==> config.mk <==
export PLATFORM = sky130hd
export DESIGN_NAME = pi1_to_wb4
export DESIGN_NICKNAME = d
export VERILOG_FILES = /design/src/common/pi1_pkg.sv /design/src/pi1_to_wb4/pi1_to_wb4.sv /design/src/logic/pi1_buffer.sv
export SDC_FILE = /design/constraint.sdc
export NUM_CORES = 1
export LEC_CHECK = 0
export BUFFER_PORTS_ARGS = -buffer_cell sky130_fd_sc_hd__buf_2
export CORE_MARGIN = 2
export CORE_UTILIZATION = 50
export DETAILED_ROUTE_END_ITERATION = 10
export PLACE_DENSITY_LB_ADDON = 0.05
export SLEW_MARGIN = 30
export SYNTH_ARGS = -nofsm -noshare
export SYNTH_HDL_FRONTEND = slang
export SYNTH_HIERARCHICAL = 1
export SYNTH_SLANG_ARGS = --single-unit
==> constraint.sdc <==
create_clock -name clk_i -period 6.95 [get_ports clk_i]
set_clock_uncertainty 0.1 [all_clocks]
set_input_delay 1.39 -clock clk_i [delete_from_list [all_inputs] [get_ports clk_i]]
set_output_delay 1.39 -clock clk_i [all_outputs]
set_load 0.005 [all_outputs]
==> src/common/pi1_pkg.sv <==
// ********************
// Pi1 bridge types
// ********************

package pi1_pkg;

	// Bus geometry.
	localparam int ARCH_BITS = 32;
	localparam int SEL_BITS  = ARCH_BITS / 8;
	localparam int ADDR_BITS = ARCH_BITS - 2; // Word address, byte offset dropped.

	// Target memory.
	localparam int RAM_WORDS     = 256;
	localparam int RAM_ADDR_BITS = 8;

	// Operation codes on the pi1 port.
	typedef enum logic [1:0] {
		PI_NOP = 2'b00,
		PI_WR  = 2'b01,
		PI_RD  = 2'b10,
		PI_RW  = 2'b11 // Swap, read then write.
	} pi1_op_e;

	// One pi1 operation as presented by the master.
	typedef struct packed {
		pi1_op_e                op;
		logic [ADDR_BITS-1:0]   addr;
		logic [ARCH_BITS-1:0]   data;
		logic [SEL_BITS-1:0]    sel;
	} pi1_req_t;

	// Wishbone B4 request fields; cyc and stb travel separately.
	typedef struct packed {
		logic                   we;
		logic [ARCH_BITS-1:0]   addr; // Byte address.
		logic [ARCH_BITS-1:0]   data;
		logic [SEL_BITS-1:0]    sel;
	} wb4_req_t;

endpackage
==> src/pi1_to_wb4/pi1_to_wb4.sv <==
// ********************
// Pi1 to Wishbone B4
// ********************

`timescale 1ns/1ps

module pi1_to_wb4 (
	input  logic                          clk_i,
	input  logic                          rst_i,

	// pi1 port, registered internally.
	input  pi1_pkg::pi1_req_t             pi1_req_i,
	output logic [pi1_pkg::ARCH_BITS-1:0] pi1_data_o,
	output logic                          pi1_rdy_o,

	// Wishbone B4 pipelined master.
	output logic                          wb4_cyc_o,
	output logic                          wb4_stb_o,
	output pi1_pkg::wb4_req_t             wb4_req_o,
	input  logic                          wb4_stall_i,
	input  logic                          wb4_ack_i,
	input  logic [pi1_pkg::ARCH_BITS-1:0] wb4_data_i
);

	import pi1_pkg::*;

	pi1_req_t                         buf_req;
	logic [ARCH_BITS-1:0]             buf_data;
	logic                             buf_rdy;

	logic                             wr_pending;
	pi1_op_e                          op_q;
	logic [ARCH_BITS-1:0]             rd_hold;
	logic                             last_ack;

	logic [ARCH_BITS-ADDR_BITS-1:0]   byte_off;
	logic [ARCH_BITS-1:0]             addr_w;

	pi1_buffer u_buffer (
		.clk_i    (clk_i),
		.rst_i    (rst_i),
		.m_req_i  (pi1_req_i),
		.m_data_o (pi1_data_o),
		.m_rdy_o  (pi1_rdy_o),
		.s_req_o  (buf_req),
		.s_data_i (buf_data),
		.s_rdy_i  (buf_rdy)
	);

	// Lowest set select picks the byte offset.
	always_comb begin
		byte_off = '0;
		for (int i = SEL_BITS - 1; i >= 0; i--) begin
			if (buf_req.sel[i]) begin
				byte_off = i[ARCH_BITS-ADDR_BITS-1:0];
			end
		end
	end

	assign addr_w = {buf_req.addr, byte_off};

	// Final ack of an operation: a swap's read ack does not count.
	assign last_ack = wb4_ack_i && !wr_pending;

	assign buf_rdy  = !wb4_cyc_o || last_ack;
	assign buf_data = last_ack ? ((op_q == PI_RW) ? rd_hold : wb4_data_i) : '0;

	always_ff @(posedge clk_i) begin
		if (rst_i) begin
			wb4_cyc_o  <= 1'b0;
			wb4_stb_o  <= 1'b0;
			wr_pending <= 1'b0;
		end else if (buf_rdy) begin
			op_q           <= buf_req.op;
			wb4_req_o.addr <= addr_w;
			wb4_req_o.data <= buf_req.data;
			wb4_req_o.sel  <= buf_req.sel;
			case (buf_req.op)
				PI_RD: begin
					wb4_cyc_o    <= 1'b1;
					wb4_stb_o    <= 1'b1;
					wb4_req_o.we <= 1'b0;
				end
				PI_WR: begin
					wb4_cyc_o    <= 1'b1;
					wb4_stb_o    <= 1'b1;
					wb4_req_o.we <= 1'b1;
				end
				PI_RW: begin
					wb4_cyc_o    <= 1'b1;
					wb4_stb_o    <= 1'b1;
					wb4_req_o.we <= 1'b0; // Read phase first.
					wr_pending   <= 1'b1;
				end
				default: begin
					wb4_cyc_o    <= 1'b0;
					wb4_stb_o    <= 1'b0;
					wb4_req_o.we <= 1'b0;
				end
			endcase
		end else if (wr_pending && wb4_ack_i) begin
			rd_hold      <= wb4_data_i; // Old word for the swap.
			wb4_stb_o    <= 1'b1;
			wb4_req_o.we <= 1'b1;
			wr_pending   <= 1'b0;
		end else if (!wb4_stall_i) begin
			wb4_stb_o <= 1'b0; // Request accepted.
		end
	end

	a_stb_in_cyc: assert property (
		@(posedge clk_i) disable iff (rst_i)
		wb4_stb_o |-> wb4_cyc_o
	);

	// A stalled request stays on the bus unchanged.
	a_stall_hold: assert property (
		@(posedge clk_i) disable iff (rst_i)
		wb4_stb_o && wb4_stall_i |=> wb4_stb_o && $stable(wb4_req_o)
	);

endmodule

==> src/logic/pi1_buffer.sv <==
// ********************
// Pi1 request stage
// ********************

`timescale 1ns/1ps

module pi1_buffer (
	input  logic                          clk_i,
	input  logic                          rst_i,

	// Master side.
	input  pi1_pkg::pi1_req_t             m_req_i,
	output logic [pi1_pkg::ARCH_BITS-1:0] m_data_o,
	output logic                          m_rdy_o,

	// Slave side, toward the bridge.
	output pi1_pkg::pi1_req_t             s_req_o,
	input  logic [pi1_pkg::ARCH_BITS-1:0] s_data_i,
	input  logic                          s_rdy_i
);

	import pi1_pkg::*;

	pi1_req_t req_q;

	// The slave takes the registered request whenever it is ready, so
	// the master is loaded on exactly those cycles as well.
	always_ff @(posedge clk_i) begin
		if (rst_i) begin
			req_q.op <= PI_NOP; // Idle after reset.
		end else if (s_rdy_i) begin
			req_q <= m_req_i;
		end
	end

	assign s_req_o = req_q;

	// Handshake and read data go straight back to the master.
	assign m_rdy_o  = s_rdy_i;
	assign m_data_o = s_data_i;

	// The bridge must see a steady request for the whole operation.
	a_req_stable: assert property (
		@(posedge clk_i) disable iff (rst_i)
		!s_rdy_i |=> $stable(s_req_o)
	);

	// Read data only shows up on a cycle that also ends the operation.
	a_data_on_rdy: assert property (
		@(posedge clk_i) disable iff (rst_i)
		(s_data_i != '0) |-> s_rdy_i
	);

endmodule

==> run_summary.xml <==
<?xml version="1.0" encoding="UTF-8"?>
<metrics>
  <group name="floorplanning">
    <metric name="chipHeight" unit="microns">115.8</metric>
    <metric name="rows" unit="">40</metric>
    <metric name="initial_core_util" unit="%">51.58</metric>
    <metric name="fp.dieArea" unit="sq um">13410</metric>
    <metric name="fp.coreArea" unit="sq um">12110</metric>
    <metric name="chipWidth" unit="microns">115.8</metric>
    <metric name="ios" unit="">208</metric>
  </group>
  <group name="drt">
    <metric name="vias_per_cell" unit="">4.629</metric>
    <metric name="initialDrtViolationCount" unit="">149</metric>
    <metric name="postRouteAntennaNets" unit="">0</metric>
    <metric name="drt_pass1_iterations" unit="">4</metric>
    <metric name="detail_route.wl_per_cell" unit="microns">15.79</metric>
    <metric name="totalWireLength" unit="mm">11.20</metric>
    <metric name="drc" unit="">0</metric>
    <metric name="routed-via-count" unit="">3282</metric>
  </group>
  <group name="grt">
    <metric name="grt_start_max_net_pins" unit="">51</metric>
    <metric name="global_route.usage.total" unit="%">17.07</metric>
    <metric name="grt_antenna_before_repair" unit="">1</metric>
    <metric name="gr-total-overflow" unit="">0</metric>
    <metric name="grt_first_pass_wirelength" unit="mm">16.40</metric>
    <metric name="grt_pass1_vias" unit="">3198</metric>
  </group>
  <group name="timing">
    <metric name="post-route-period-util" unit="%">55.76</metric>
    <metric name="hold_vio_cnt_final" unit="">0</metric>
    <metric name="finalWorstSetupSlack" unit="ps">3075</metric>
    <metric name="period_minus_slack" unit="ps">3875</metric>
    <metric name="setup_viol_count_final" unit="">0</metric>
    <metric name="slew-limit-headroom" unit="%">52.39</metric>
    <metric name="timing_max_transition_violations_final" unit="">0</metric>
    <metric name="tightestPinTransition" unit="ps">712.6</metric>
    <metric name="rsz_0062_raised_after_global_routing" unit="">false</metric>
    <metric name="finalSetupTns" unit="ps">0</metric>
    <metric name="achievable-frequency" unit="GHz">0.2580</metric>
  </group>
  <group name="worst_setup_path">
    <metric name="critical_path.endpoint_type" unit="">output pin</metric>
    <metric name="timing_worst_setup_path_type" unit="">in -&gt; out</metric>
    <metric name="timing.critical_path.fanout_max" unit="">35</metric>
    <metric name="worst_r2r_endpoint" unit="">wb4_req_o[52]$_DFFE_PP_</metric>
    <metric name="startpoint_kind_of_the_worst_setup_timing_path" unit="">input port</metric>
    <metric name="worstReg2RegStart" unit="">wr_pending$_SDFFE_PP0P_</metric>
    <metric name="worst-endpoint-required" unit="ps">5460</metric>
    <metric name="r2r_cells" unit="">3</metric>
    <metric name="cp.arrival" unit="ps">2390</metric>
    <metric name="regToRegSetupSlack" unit="ps">4310</metric>
  </group>
  <group name="synthesis">
    <metric name="yosys.area.top_type" unit="">sky130_fd_sc_hd__edfxtp_1</metric>
    <metric name="yosys-top-cells-area" unit="">sky130_fd_sc_hd__edfxtp_1 (81%), sky130_fd_sc_hd__a21oi_2 (4.2%), sky130_fd_sc_hd__buf_4 (4.0%)</metric>
    <metric name="ys_seq_elements" unit="">174</metric>
    <metric name="netlist.area_leader.share" unit="%">81.23</metric>
    <metric name="syn_nets" unit="">447</metric>
    <metric name="synth-seq-area-share" unit="%">82.84</metric>
    <metric name="synthesis.yosys.warnings" unit="">6</metric>
    <metric name="netlist_area" unit="sq um">6247</metric>
    <metric name="avgSynthCellArea" unit="sq um">18.21</metric>
    <metric name="syn-instance-count" unit="">343</metric>
    <metric name="synth_cell_type_count" unit="">21</metric>
  </group>
  <group name="clock_network">
    <metric name="cts_post_setup_buffers_inserted" unit="">0</metric>
    <metric name="tritoncts_num_sinks" unit="">174</metric>
    <metric name="cts-buffers-inserted" unit="">17</metric>
    <metric name="cts.root.buffer_cell" unit="">sky130_fd_sc_hd__clkbuf_16</metric>
    <metric name="post_cts_resize_count" unit="">0</metric>
    <metric name="clock_tree_from_tritoncts" unit="">built</metric>
    <metric name="clk_pin_slew_worst_paths" unit="ps">60</metric>
    <metric name="clk_latency" unit="ps">420</metric>
    <metric name="ctsHtreeMaxLevel" unit="">4</metric>
    <metric name="clock_path_buffers" unit="">2</metric>
    <metric name="cts_hold_repair.buffers" unit="">0</metric>
  </group>
  <group name="flow_run">
    <metric name="max_cap_viol_count" unit="">0</metric>
  </group>
  <group name="power_and_ir_drop">
    <metric name="share_clk_of_total_power" unit="%">39.9</metric>
    <metric name="cellPowerDensity" unit="nW/um^2">297.6</metric>
    <metric name="seqPwrFrac" unit="%">53.5</metric>
    <metric name="switchingPower" unit="uW">468.8</metric>
    <metric name="cell_internal_pwr" unit="uW">1847</metric>
    <metric name="share_comb_of_total_power" unit="%">6.6</metric>
    <metric name="vdd.ir_drop.worst" unit="mV">0.2208</metric>
    <metric name="netSwitchingFraction" unit="%">20.24</metric>
    <metric name="leakage" unit="uW">0.003085</metric>
  </group>
  <group name="place">
    <metric name="gp_congestion" unit="">0.7048</metric>
    <metric name="dp_hpwl" unit="mm">7.593</metric>
    <metric name="place_ws" unit="ps">2883</metric>
    <metric name="port-buffer-count" unit="">207</metric>
  </group>
  <group name="worst_hold_path">
    <metric name="min_path_cells" unit="">0</metric>
    <metric name="hold_path_end" unit="">wb4_req_o[60]$_DFFE_PP_</metric>
    <metric name="timing.hold.worst.start" unit="">u_buffer/s_req_o[58]$_DFFE_PP_</metric>
    <metric name="hp-class" unit="">reg -&gt; reg</metric>
  </group>
  <group name="finish">
    <metric name="nets" unit="">633</metric>
    <metric name="area_delta_synth_final" unit="%">24.55</metric>
    <metric name="drive_gt1_share" unit="%">53.05</metric>
    <metric name="diodes" unit="">0</metric>
    <metric name="fill_cells" unit="">913</metric>
  </group>
  <group name="status">
    <metric name="outcome" unit="">completed</metric>
  </group>
</metrics>
==> power by group through the flow <==
stage,combinational (uW),sequential [uW],clock (uW)
final,154,1240,924
after global routing,171,1240,989
after CTS,155,1240,948
after detailed placement,154,1260,0
after global placement,152,1260,0
after floorplan,84.4,1270,0
==> layout by cell type, fill, tap and decap left out, drive strengths merged <==
cell type	instances
dfxtp	5
clkbuf	19
and2	1
nand2	69
o21ai	1
bufinv	3
a311oi	1
nor3	2
a31o	1
edfxtp	169
buf	211
nor2b	1
clkinv	5
mux2i	2
inv	4
a21oi	38
clkinvlp	3
nor2	5
nand2b	1
==> cell usage after synthesis <==
| library cell | count |
|---|---|
| sky130_fd_sc_hd__edfxtp_1 | 169 |
| sky130_fd_sc_hd__nand2_1 | 58 |
| sky130_fd_sc_hd__buf_4 | 33 |
| sky130_fd_sc_hd__a21oi_2 | 30 |
| sky130_fd_sc_hd__nand2_2 | 11 |
| sky130_fd_sc_hd__a21oi_1 | 8 |
| sky130_fd_sc_hd__dfxtp_1 | 5 |
| sky130_fd_sc_hd__nor2_1 | 5 |
| sky130_fd_sc_hd__buf_6 | 4 |
| sky130_fd_sc_hd__buf_2 | 3 |
| sky130_fd_sc_hd__buf_8 | 3 |
| sky130_fd_sc_hd__inv_1 | 3 |
| sky130_fd_sc_hd__mux2i_1 | 2 |
| sky130_fd_sc_hd__nor3_1 | 2 |
| sky130_fd_sc_hd__a311oi_2 | 1 |
| sky130_fd_sc_hd__a31o_2 | 1 |
| sky130_fd_sc_hd__and2_4 | 1 |
| sky130_fd_sc_hd__buf_12 | 1 |
| sky130_fd_sc_hd__nand2b_1 | 1 |
| sky130_fd_sc_hd__nor2b_1 | 1 |
| sky130_fd_sc_hd__o21ai_0 | 1 |
==> critical path, cell delays in order <==
cell                       delay (ps)
sky130_fd_sc_hd__buf_2            120
sky130_fd_sc_hd__nand2b_4         450
sky130_fd_sc_hd__nand2_2          220
sky130_fd_sc_hd__buf_2            190
==> kinds of logic (layout without fill, tap and decap cells) <==
| family | after synthesis | count (layout) | share of synthesized area [%] |
|---|---|---|---|
| flip-flops | 174 | 174 | 82.84 |
| AO/OA/AOI/OAI | 41 | 41 | 5.307 |
| AND/OR/NAND/NOR | 79 | 79 | 5.388 |
| multiplexers | 2 | 2 | 0.3205 |
| buffers and inverters | 47 | 245 | 6.148 |
==> per-layer routing <==
layer	track usage, %	part of all wire [%]	vias up	wire (microns)
li1	-	-	1597	-
met1	18.87	37	1535	4154
met2	27.64	51	129	5747
met3	7.950	9.2	19	1032
met4	9.127	2.2	2	244
met5	0	0.14	-	16
==> flip-flops by register name, summed over array words and instances, names as in the netlist <==
| register | flops |
|---|---|
| u_buffer/s_req_o | 68 |
| rd_hold | 32 |
| wr_pending | 1 |
| wb4_cyc_o | 1 |
| wb4_req_o | 69 |
| op_q | 2 |
| wb4_stb_o | 1 |
==> through the flow <==
stage | cell area (sq um) | power (uW) | std cells | hold WS [ps] | utilization, %
floorplan | 6247 | 1351 | 343 | 300.3 | -
global placement | 7169 | 1410 | 677 | 300.2 | 59.19
detailed placement | 7177 | 1415 | 677 | 304.5 | 59.26
CTS | 7754 | 2342 | 708 | 315.4 | 64.02
global route | 7781 | 2404 | 709 | 320.9 | 64.25
finish | 7781 | 2316 | 709 | 311.6 | 64.25
==> area by class of cell <==
cell class                 count  area (sq um)  area share (%)
clock inverter                12         143.9           1.849
clock buffer                  19         432.9           5.564
multi-input combinational    122         721.9           9.278
sequential                   174          5175           66.51
inverter                       3         11.26          0.1447
timing repair buffer         211          1086           13.96
tap                          168         210.2           2.701
==> worst max-delay path by stage <==
stage               from                             end  slack, ps
2_1_floorplan  wb4_ack_i               op_q[0]$_DFFE_PP_       1320
3_3_place_gp   wb4_ack_i   u_buffer/s_req_o[9]$_DFFE_PP_       2600
3_5_place_dp   wb4_ack_i  u_buffer/s_req_o[53]$_DFFE_PP_       2880
4_1_cts        wb4_ack_i                       pi1_rdy_o       3050
5_1_grt        wb4_ack_i                       pi1_rdy_o       3000
6_report       wb4_ack_i                       pi1_rdy_o       3070
Power figures use the tool's default switching activity.
